[src/source/cp0_pkg.sv]
package cp0_pkg;

    localparam int PABITS = 32;

    typedef logic [31:0] word_t;
    typedef logic [4:0] creg_addr_t;

    typedef enum logic [4:0] {
        EXC_INT  = 5'd0,
        EXC_MOD  = 5'd1,
        EXC_TLBL = 5'd2,
        EXC_TLBS = 5'd3,
        EXC_ADEL = 5'd4,
        EXC_ADES = 5'd5,
        EXC_SYS  = 5'd8,
        EXC_BP   = 5'd9,
        EXC_RI   = 5'd10,
        EXC_CPU  = 5'd11,
        EXC_OV   = 5'd12
    } exc_code_t;

    typedef struct packed {
        logic [3:0] cu;
        logic rp, fr, re, mx, px, bev, ts, sr, nmi;
        logic r18;
        logic [1:0] impl;
        logic [7:0] im;
        logic kx, sx, ux, um, r3, erl, exl, ie;
    } cp0_status_t;

    typedef struct packed {
        logic bd, ti;
        logic [1:0] ce;
        logic dc, pci;
        logic [1:0] zero0;
        logic iv, wp;
        logic [5:0] zero1;
        logic [7:0] ip;
        logic zero2;
        logic [4:0] exccode;
        logic [1:0] zero3;
    } cp0_cause_t;

    typedef struct packed {
        logic [18:0] vpn2;
        logic [4:0] zero;
        logic [7:0] asid;
    } cp0_entryhi_t;

    typedef struct packed {
        logic p;
        logic [25:0] zero;
        logic [4:0] index;
    } cp0_index_t;

    typedef struct packed {
        logic [8:0] ptebase;
        logic [18:0] badvpn2;
        logic [3:0] zero;
    } cp0_context_t;

    typedef struct packed {
        logic m;
        logic [14:0] impl;
        logic be;
        logic [1:0] at;
        logic [2:0] ar, mt;
        logic [3:0] zero;
        logic [2:0] k0;
    } cp0_config_t;

    typedef struct packed {
        cp0_index_t index;
        word_t random, entrylo0, entrylo1;
        cp0_context_t context_reg;
        word_t wired, badvaddr, count;
        cp0_entryhi_t entryhi;
        word_t compare;
        cp0_status_t status;
        cp0_cause_t cause;
        word_t epc, prid;
        cp0_config_t config0;
        word_t config1;
    } cp0_regs_t;

    typedef struct packed {
        logic wen;
        creg_addr_t addr;
        logic [2:0] sel;
        word_t wd;
    } cp0_write_t;

    typedef struct packed {
        logic valid, in_delay_slot, is_cop1;
        exc_code_t code;
        word_t pc, badvaddr;
    } exception_t;

    localparam word_t PRID_VALUE = 32'h0001_8000;
    // mmu size field holds entries - 1
    localparam word_t CONFIG1_VALUE = 32'h0e00_0000;

    localparam cp0_regs_t CP0_RESET = '{
        status: '{bev: 1'b1, erl: 1'b1, default: '0},
        config0: '{m: 1'b1, mt: 3'd1, k0: 3'd3, default: '0},
        prid: PRID_VALUE,
        config1: CONFIG1_VALUE,
        default: '0
    };

endpackage

[src/source/tlb_pkg.sv]
package tlb_pkg;

    import cp0_pkg::*;

    localparam int TLB_ENTRIES = 8;
    localparam int TLB_INDEX = $clog2(TLB_ENTRIES);

    // one half of an entry laid out like entrylo[25:1]
    typedef struct packed {
        logic [PABITS-13:0] pfn;
        logic [2:0] c;
        logic d;
        logic v;
    } tlb_page_t;

    typedef struct packed {
        logic [18:0] vpn2;
        logic [7:0] asid;
        logic g;
        tlb_page_t lo0;
        tlb_page_t lo1;
    } tlb_entry_t;

    typedef enum logic [1:0] {
        TLB_NONE,
        TLB_READ,
        TLB_PROBE,
        TLB_WRITE_INDEXED
    } tlb_op_t;

    typedef struct packed {
        word_t entryhi, entrylo0, entrylo1, index;
    } tlb_resp_t;

endpackage

[src/source/tlb_if.sv]
`timescale 1ns/1ns

interface tlb_if
    import cp0_pkg::*, tlb_pkg::*;
();

    tlb_op_t op;
    word_t entryhi, entrylo0, entrylo1, index;
    // combinational in the same cycle as op
    tlb_resp_t resp;

    modport cp0 (
        output op, entryhi, entrylo0, entrylo1, index,
        input resp
    );

    modport tlb (
        input op, entryhi, entrylo0, entrylo1, index,
        output resp
    );

endinterface

[src/source/cp0.sv]
`timescale 1ns/1ns

module cp0
    import cp0_pkg::*, tlb_pkg::*;
(
    input logic clk,
    input logic reset,
    input cp0_write_t [1:0] cwrite,
    input creg_addr_t [1:0] r_addr,
    input logic [1:0][2:0] r_sel,
    output word_t [1:0] r_data,
    input exception_t exception,
    input logic is_eret,
    input tlb_op_t tlb_op,
    output cp0_regs_t cp0_data,
    output logic timer_interrupt,
    output logic k0_uncached,
    output logic is_usermode,
    output logic bev_valid,
    tlb_if.cp0 tlb
);

    cp0_regs_t regs, regs_next;
    logic count_toggle;
    logic compare_write;

    function automatic word_t read_reg(input cp0_regs_t r, input creg_addr_t addr,
                                       input logic [2:0] sel);
        word_t data;
        data = '0;
        if (sel == 3'd1 && addr == 5'd16) begin
            data = r.config1;
        end else begin
            case (addr)
                5'd0:  data = r.index;
                5'd1:  data = r.random;
                5'd2:  data = r.entrylo0;
                5'd3:  data = r.entrylo1;
                5'd4:  data = r.context_reg;
                5'd6:  data = r.wired;
                5'd8:  data = r.badvaddr;
                5'd9:  data = r.count;
                5'd10: data = r.entryhi;
                5'd11: data = r.compare;
                5'd12: data = r.status;
                5'd13: data = r.cause;
                5'd14: data = r.epc;
                5'd15: data = r.prid;
                5'd16: data = r.config0;
                default: data = '0;
            endcase
        end
        return data;
    endfunction

    // only writable fields change
    function automatic cp0_regs_t apply_write(input cp0_regs_t r, input cp0_write_t w);
        cp0_regs_t res;
        cp0_status_t st;
        cp0_entryhi_t eh;
        res = r;
        st = cp0_status_t'(w.wd);
        eh = cp0_entryhi_t'(w.wd);
        if (w.wen && w.sel == 3'd0) begin
            case (w.addr)
                5'd0:  res.index.index = w.wd[4:0];
                5'd2:  res.entrylo0[PABITS-7:0] = w.wd[PABITS-7:0];
                5'd3:  res.entrylo1[PABITS-7:0] = w.wd[PABITS-7:0];
                5'd4:  res.context_reg.ptebase = w.wd[31:23];
                5'd6:  res.wired[TLB_INDEX-1:0] = w.wd[TLB_INDEX-1:0];
                5'd9:  res.count = w.wd;
                5'd10: begin
                    res.entryhi.vpn2 = eh.vpn2;
                    res.entryhi.asid = eh.asid;
                end
                5'd11: res.compare = w.wd;
                5'd12: begin
                    res.status.cu[0] = st.cu[0];
                    res.status.bev = st.bev;
                    res.status.im = st.im;
                    res.status.um = st.um;
                    res.status.exl = st.exl;
                    res.status.ie = st.ie;
                end
                5'd13: res.cause.ip[1:0] = w.wd[9:8];
                5'd14: res.epc = w.wd;
                5'd16: begin
                    res.config0.impl[14:9] = w.wd[30:25];
                    res.config0.k0 = w.wd[2:0];
                end
                default: ;
            endcase
        end
        return res;
    endfunction

    always_ff @(posedge clk) begin
        if (!reset) begin
            regs <= CP0_RESET;
            regs.random <= word_t'(TLB_ENTRIES - 1);
            count_toggle <= 1'b1;
        end else begin
            regs <= regs_next;
            count_toggle <= ~count_toggle;
        end
    end

    assign r_data[0] = read_reg(regs, r_addr[0], r_sel[0]);
    assign r_data[1] = read_reg(regs, r_addr[1], r_sel[1]);

    always_comb begin
        compare_write = 1'b0;
        for (int i = 0; i < 2; i++) begin
            if (cwrite[i].wen && cwrite[i].sel == 3'd0 && cwrite[i].addr == 5'd11) begin
                compare_write = 1'b1;
            end
        end
    end

    always_ff @(posedge clk) begin
        if (!reset) begin
            timer_interrupt <= 1'b0;
        end else if (regs.count == regs.compare && regs.compare != '0) begin
            timer_interrupt <= 1'b1;
        end else if (compare_write) begin
            timer_interrupt <= 1'b0;
        end
    end

    // count, slot 1, slot 0, tlb, exception and eret in that order with later ones winning
    always_comb begin
        regs_next = regs;
        regs_next.count = regs.count + word_t'(count_toggle);
        regs_next = apply_write(regs_next, cwrite[1]);
        regs_next = apply_write(regs_next, cwrite[0]);

        if (tlb_op == TLB_READ) begin
            regs_next.entryhi = cp0_entryhi_t'(tlb.resp.entryhi);
            regs_next.entrylo0 = tlb.resp.entrylo0;
            regs_next.entrylo1 = tlb.resp.entrylo1;
        end
        if (tlb_op == TLB_PROBE) begin
            regs_next.index = cp0_index_t'(tlb.resp.index);
        end

        if (exception.valid) begin
            // epc only taken outside an exception handler
            if (!regs.status.exl) begin
                regs_next.cause.bd = exception.in_delay_slot;
                regs_next.epc = exception.in_delay_slot ? exception.pc - 32'd4
                                                        : exception.pc;
            end
            regs_next.cause.exccode = exception.code;
            regs_next.status.exl = 1'b1;
            if (exception.code == EXC_CPU) begin
                regs_next.cause.ce = {1'b0, exception.is_cop1};
            end
            if (exception.code inside {EXC_ADEL, EXC_ADES, EXC_TLBL, EXC_TLBS, EXC_MOD}) begin
                regs_next.badvaddr = exception.badvaddr;
            end
            if (exception.code inside {EXC_TLBL, EXC_TLBS, EXC_MOD}) begin
                regs_next.context_reg.badvpn2 = exception.badvaddr[31:13];
                regs_next.entryhi.vpn2 = exception.badvaddr[31:13];
            end
        end

        if (is_eret) begin
            if (regs.status.erl) begin
                regs_next.status.erl = 1'b0;
            end else begin
                regs_next.status.exl = 1'b0;
            end
        end
    end

    assign tlb.op = tlb_op;
    assign tlb.entryhi = regs.entryhi;
    assign tlb.entrylo0 = regs.entrylo0;
    assign tlb.entrylo1 = regs.entrylo1;
    assign tlb.index = regs.index;

    assign cp0_data = regs;
    assign k0_uncached = regs.config0.k0 == 3'd2;
    assign is_usermode = regs.status.um && !regs.status.erl && !regs.status.exl;
    assign bev_valid = regs.status.bev;

endmodule

[src/source/tlb.sv]
`timescale 1ns/1ns

module tlb
    import tlb_pkg::*;
(
    input logic clk,
    input logic reset,
    tlb_if.tlb tlb
);

    tlb_entry_t entries [TLB_ENTRIES];
    tlb_entry_t sel_entry;
    logic [TLB_INDEX-1:0] sel_idx;
    logic [TLB_INDEX-1:0] hit_idx;
    logic hit;

    assign sel_idx = tlb.index[TLB_INDEX-1:0];
    assign sel_entry = entries[sel_idx];

    always_ff @(posedge clk) begin
        if (!reset) begin
            for (int i = 0; i < TLB_ENTRIES; i++) begin
                entries[i] <= '0;
            end
        end else if (tlb.op == TLB_WRITE_INDEXED) begin
            entries[sel_idx].vpn2 <= tlb.entryhi[31:13];
            entries[sel_idx].asid <= tlb.entryhi[7:0];
            // global only when both halves say so
            entries[sel_idx].g <= tlb.entrylo0[0] & tlb.entrylo1[0];
            entries[sel_idx].lo0 <= tlb_page_t'(tlb.entrylo0[$bits(tlb_page_t):1]);
            entries[sel_idx].lo1 <= tlb_page_t'(tlb.entrylo1[$bits(tlb_page_t):1]);
        end
    end

    // walk down so the lowest match is kept
    always_comb begin
        hit = 1'b0;
        hit_idx = '0;
        for (int i = TLB_ENTRIES - 1; i >= 0; i--) begin
            if (entries[i].vpn2 == tlb.entryhi[31:13]
                && (entries[i].g || entries[i].asid == tlb.entryhi[7:0])) begin
                hit = 1'b1;
                hit_idx = TLB_INDEX'(i);
            end
        end
    end

    always_comb begin
        tlb.resp.entryhi = {sel_entry.vpn2, 5'b0, sel_entry.asid};
        tlb.resp.entrylo0 = {6'b0, sel_entry.lo0, sel_entry.g};
        tlb.resp.entrylo1 = {6'b0, sel_entry.lo1, sel_entry.g};
        // miss sets P with index 0
        if (hit) begin
            tlb.resp.index = 32'(hit_idx);
        end else begin
            tlb.resp.index = 32'h8000_0000;
        end
    end

endmodule

[src/source/cp0_subsystem.sv]
`timescale 1ns/1ns

module cp0_subsystem
    import cp0_pkg::*, tlb_pkg::*;
(
    input logic clk,
    input logic reset,
    input logic [1:0] w_en,
    input creg_addr_t [1:0] w_addr,
    input logic [1:0][2:0] w_sel,
    input word_t [1:0] w_data,
    input creg_addr_t [1:0] r_addr,
    input logic [1:0][2:0] r_sel,
    output word_t [1:0] r_data,
    input logic exc_valid,
    input logic exc_delay_slot,
    input logic exc_cop1,
    input exc_code_t exc_code,
    input word_t exc_pc,
    input word_t exc_badvaddr,
    input logic is_eret,
    input tlb_op_t tlb_op,
    output word_t status,
    output word_t cause,
    output word_t epc,
    output logic timer_interrupt,
    output logic k0_uncached,
    output logic is_usermode,
    output logic bev_valid
);

    cp0_write_t [1:0] cwrite;
    exception_t exception;
    cp0_regs_t cp0_data;

    tlb_if tlb_bus ();

    always_comb begin
        for (int i = 0; i < 2; i++) begin
            cwrite[i].wen = w_en[i];
            cwrite[i].addr = w_addr[i];
            cwrite[i].sel = w_sel[i];
            cwrite[i].wd = w_data[i];
        end
    end

    assign exception.valid = exc_valid;
    assign exception.in_delay_slot = exc_delay_slot;
    assign exception.is_cop1 = exc_cop1;
    assign exception.code = exc_code;
    assign exception.pc = exc_pc;
    assign exception.badvaddr = exc_badvaddr;

    cp0 u_cp0 (
        .clk(clk),
        .reset(reset),
        .cwrite(cwrite),
        .r_addr(r_addr),
        .r_sel(r_sel),
        .r_data(r_data),
        .exception(exception),
        .is_eret(is_eret),
        .tlb_op(tlb_op),
        .cp0_data(cp0_data),
        .timer_interrupt(timer_interrupt),
        .k0_uncached(k0_uncached),
        .is_usermode(is_usermode),
        .bev_valid(bev_valid),
        .tlb(tlb_bus.cp0)
    );

    tlb u_tlb (
        .clk(clk),
        .reset(reset),
        .tlb(tlb_bus.tlb)
    );

    assign status = word_t'(cp0_data.status);
    assign cause = word_t'(cp0_data.cause);
    assign epc = cp0_data.epc;

endmodule

[config.mk]
export PLATFORM = sky130hd
export DESIGN_NAME = cp0_subsystem
export DESIGN_NICKNAME = d
export VERILOG_FILES = /design/src/source/cp0_pkg.sv /design/src/source/tlb_pkg.sv /design/src/source/tlb_if.sv /design/src/source/cp0.sv /design/src/source/tlb.sv /design/src/source/cp0_subsystem.sv
export SDC_FILE = /design/constraint.sdc
export NUM_CORES = 2
export LEC_CHECK = 0
export BUFFER_PORTS_ARGS = -buffer_cell sky130_fd_sc_hd__clkbuf_2
export CORE_MARGIN = 3
export CORE_UTILIZATION = 45
export CTS_BUF_LIST = sky130_fd_sc_hd__clkbuf_4 sky130_fd_sc_hd__clkbuf_8
export CTS_CLUSTER_DIAMETER = 150
export CTS_CLUSTER_SIZE = 25
export DETAILED_ROUTE_END_ITERATION = 10
export GPL_TIMING_DRIVEN = 0
export PLACE_DENSITY = 0.63
export SYNTH_ARGS = -nofsm -noshare
export SYNTH_HDL_FRONTEND = slang
export SYNTH_SLANG_ARGS = --single-unit
[constraint.sdc]
create_clock -name clk -period 19 [get_ports clk]
set_input_delay 3.8 -clock clk [delete_from_list [all_inputs] [get_ports clk]]
set_output_delay 3.8 -clock clk [all_outputs]
set_load 0.01 [all_outputs]
==> flow_metrics.env <==
export IMPL_status="finished with violations"
export IMPL_violations="max-capacitance violations, max-slew violations"
export IMPL_p_sw_mw=1.07
export IMPL_hold_violations=0
export IMPL_clock_latency_ns=0.84
export IMPL_post_cts_buffers=0
export IMPL_antenna_left=0
export IMPL_yosys_warnings=0
export IMPL_yosys_cell_types_count=87
export IMPL_place_area_um2=53400
export IMPL_avgSynthCellArea_um2=11.1
export IMPL_vias=41300
export IMPL_cts_sinks=902
export IMPL_drt_total_wl_mm=245
export IMPL_cts_resized=0
export IMPL_reg2reg_from="u_cp0.cp0_data[481]$_SDFF_PN0_"
export IMPL_gp_congestion=1.04
export IMPL_clkTransAtPathRegs_ns=0.15
export IMPL_slew_violations=18
export IMPL_cp_max_fo=10
export IMPL_worstSetupPathType="primary input to primary output"
export IMPL_numCtsBuffers=42
export IMPL_powerDensity_nw_per_um2=67.3
export IMPL_hold_end="u_cp0.count_toggle$_SDFF_PN1_"
export IMPL_finalSetupViolCount=0
export IMPL_clk_path_buf_depth=3
export IMPL_maxSlewHeadroom_pct=-7.50
export IMPL_die_w_um=337
export IMPL_overflow=0
export IMPL_area_delta_synth_final_pct=10.1
export IMPL_switching_share_pct=29.4
export IMPL_worstPathCellList="clkbuf_2 > nor2_1 > clkbuf_1 > nand2_1 > nor2_1 > clkbuf_1 > a221oi_1 > a31oi_1 > clkbuf_2"
export IMPL_ys_top_cells_by_area="edfxtp_1 38%, dfxtp_1 11%, mux4_2 7.2%"
export IMPL_ios=339
export IMPL_p_comb_share_pct=13.7
export IMPL_holdPathStages=1
export IMPL_rsz0062_at_grt="no"
export IMPL_postSynth_asyncResetShare_pct=0
export IMPL_antenna_found_initial=25
export IMPL_tightest_slew_ns=1.61
export IMPL_hold_class="flip-flop to flip-flop"
export IMPL_netlist_area_um2=49300
export IMPL_grt_usage_pct=42.0
export IMPL_cts_htree_levels=2
export IMPL_drv_cap=3
export IMPL_yosysSeqAreaShare_pct=49.3
export IMPL_startpoint_type="primary input"
export IMPL_cp_arrival_ns=8.19
export IMPL_drcViolationCount=0
export IMPL_cp_end_kind="primary output"
export IMPL_ys_seq_elements=902
export IMPL_cp_data_required_time_ns=15.20
export IMPL_period_share_pct=63.1
export IMPL_wl_per_cell_um=39.0
export IMPL_die_h_um=337
export IMPL_synth_edf_count=624
export IMPL_synth_cells=4445
export IMPL_dieArea_um2=114000
export IMPL_clock_skew_ns=0.0385
export IMPL_dr_pass1_iters=9
export IMPL_rr_endpoint="u_tlb.entries[7][68]$_SDFFCE_PN0P_"
export IMPL_rows=120
export IMPL_dp_final_hpwl_mm=188
export IMPL_drt_iter0_drc=6997
export IMPL_worstRegToRegCells=7
export IMPL_start_util_pct=45.7
export IMPL_grt_max_degree=53
export IMPL_cts_tree="built"
export IMPL_critical_path_buf_inv_count=4
export IMPL_fin_crit_ns=11.99
export IMPL_r2r_setup_slack_ns=14.22
export IMPL_core_um2=108000
export IMPL_cpMaxStageDelayCell="clkbuf_1"
export IMPL_p_int_mw=2.58
export IMPL_fmax_mhz=83.4
export IMPL_drive_gt1_share_pct=15.8
export IMPL_nNetsFinal=5019
export IMPL_grt_pass1_wl_mm=325
export IMPL_leakage_nw=20.4
export IMPL_synthFlopType="edfxtp_1"
export IMPL_setup_tns_ns=0
export IMPL_ir_drop_mv=0.0725
export IMPL_slowest_delay_ns=0.96
export IMPL_synth_top_area_share_pct=38.0
export IMPL_synth_top_area_cell="edfxtp_1"
export IMPL_clockPowerShare_pct=25.7
export IMPL_path_delay_family="buffers and inverters"
export IMPL_port_buffer_count=280
export IMPL_postCtsHoldBufs=0
export IMPL_n_fill_cell=9841
export IMPL_worstHoldStart="u_cp0.count_toggle$_SDFF_PN1_"
export IMPL_stdcell_area_um2=54300
export IMPL_cts_root_buffer="clkbuf_8"
export IMPL_pwr_share_seq_pct=60.6
export IMPL_first_global_vias=37900
export IMPL_routed_via_density=6.57
export IMPL_yosysMostFrequentCell="edfxtp_1"
export IMPL_ys_top_cells_by_count="624 x edfxtp_1, 544 x and2_1, 352 x clkbuf_1"
-- cells by family after synthesis --
group                      Yosys count  synth area share [%]
other                                1               0.00761
xor gates and xnor gates           303                  5.38
DFF                                902                  49.3
and+or+nand+nor                   1471                  16.1
buffers and inverters              554                  5.24
muxes                              455                  13.3
adders and majority gates            3                0.0762
AOI/OAI and AO/OA                  756                  10.6
-- power by group through the flow --
| stage | Clock [mW] | Combinational (mW) | Sequential [mW] |
|---|---|---|---|
| 2_1_floorplan | 0 | 0.236 | 2.24 |
| 3_3_place_gp | 0 | 0.461 | 2.28 |
| 3_5_place_dp | 0 | 0.478 | 2.26 |
| 4_1_cts | 0.933 | 0.480 | 2.21 |
| 5_1_grt | 0.996 | 0.508 | 2.22 |
| 6_report | 0.938 | 0.500 | 2.22 |
-- area by class of cell --
cell class | count | area [µm²] | area share, %
antenna | 15 | 37.5 | 0.0692
buffer | 539 | 2530 | 4.66
clock buffer | 69 | 787 | 1.45
clock inverter | 6 | 66.3 | 0.122
inverter | 15 | 56.3 | 0.104
multi-input combinational | 3029 | 22700 | 41.8
sequential | 902 | 24300 | 44.8
tap | 1403 | 1760 | 3.24
timing repair buffer | 312 | 2040 | 3.77
-- worst reg2reg max path, stage by stage, from the launching register on --
cell and delay (ns):
dfxtp_1 0.36, clkbuf_1 0.64, buf_2 0.60, nand2_1 0.30, nor2_1 1.28, clkbuf_1 0.71
clkbuf_1 0.55, and2_1 0.21
-- layout by cell type, fill, tap and decap left out, types with 10 or more instances in the layout --
cell type  count
buf_4        112
diode_2       15
and2_1       544
mux4_2       158
o21ai_0       83
inv_1         14
a31oi_1       19
nor4_1        64
a221oi_1      46
nand2_1      246
mux2_2        17
a22o_1        50
clkbuf_1     352
or3_1         10
xor2_1       213
clkbuf_4      26
nand4_1       40
nor3_1        28
clkbuf_2     282
nand3_1       72
o21ai_1       11
buf_1         25
buf_12        14
a211oi_1     178
and3_1        95
xnor2_1       90
dfxtp_1      278
clkbuf_8      43
edfxtp_1     624
a222oi_1      42
conb_1        41
mux2i_1      280
a22oi_1       86
nor2_1       286
buf_16        10
o211ai_1      14
buf_2         46
a21oi_1      186
nand2b_1      16
-- how the worst max path moves through the flow --
stage / from / to / slack (ns) / depth (start not counted)
after floorplan: reset / u_tlb.entries[6][0]$_SDFFCE_PN0P_ / 8.51 / 4
after global placement: reset / u_tlb.entries[3][30]$_SDFFCE_PN0P_ / 1.84 / 3
after detailed placement: r_addr[0] / r_data[1] / 7.45 / 8
after CTS: r_addr[0] / r_data[1] / 7.44 / 8
after global routing: r_addr[0] / r_data[0] / 7.32 / 9
final: r_addr[0] / r_data[0] / 7.01 / 9
-- through the flow --
step | utilization, % | total power, mW | worst slack, ns | hold slack [ns] | std cells
final | 50.3 | 3.65 | 7.01 | 0.421 | 6290
after global routing | 50.2 | 3.72 | 7.32 | 0.431 | 6280
after CTS | 50.2 | 3.62 | 7.44 | 0.418 | 6275
after detailed placement | 49.4 | 2.73 | 7.45 | 0.385 | 6200
after global placement | 48.7 | 2.74 | 1.84 | 0.377 | 6168
after floorplan | - | 2.48 | 8.51 | 0.370 | 4485
-- metal layers --
metal / up-vias / track usage (%) / share of wire [%]
li1: 17000 / - / -
met2: 2962 / 61.7 / 42
met5: - / 0.0426 / 0.023
met1: 20800 / 58.8 / 41
met4: 8 / 19.7 / 5.7
met3: 585 / 9.97 / 11
-- flip-flops by register name, indices dropped and copies added, names as in the netlist --
register / flops
u_cp0.bev_valid: 1
u_cp0.count_toggle: 1
u_cp0.cp0_data: 223
u_cp0.timer_interrupt: 1
u_cp0.tlb.entrylo0: 26
u_cp0.tlb.entrylo1: 26
u_tlb.entries: 624
No activity file was read; power rests on OpenSTA's default activity.
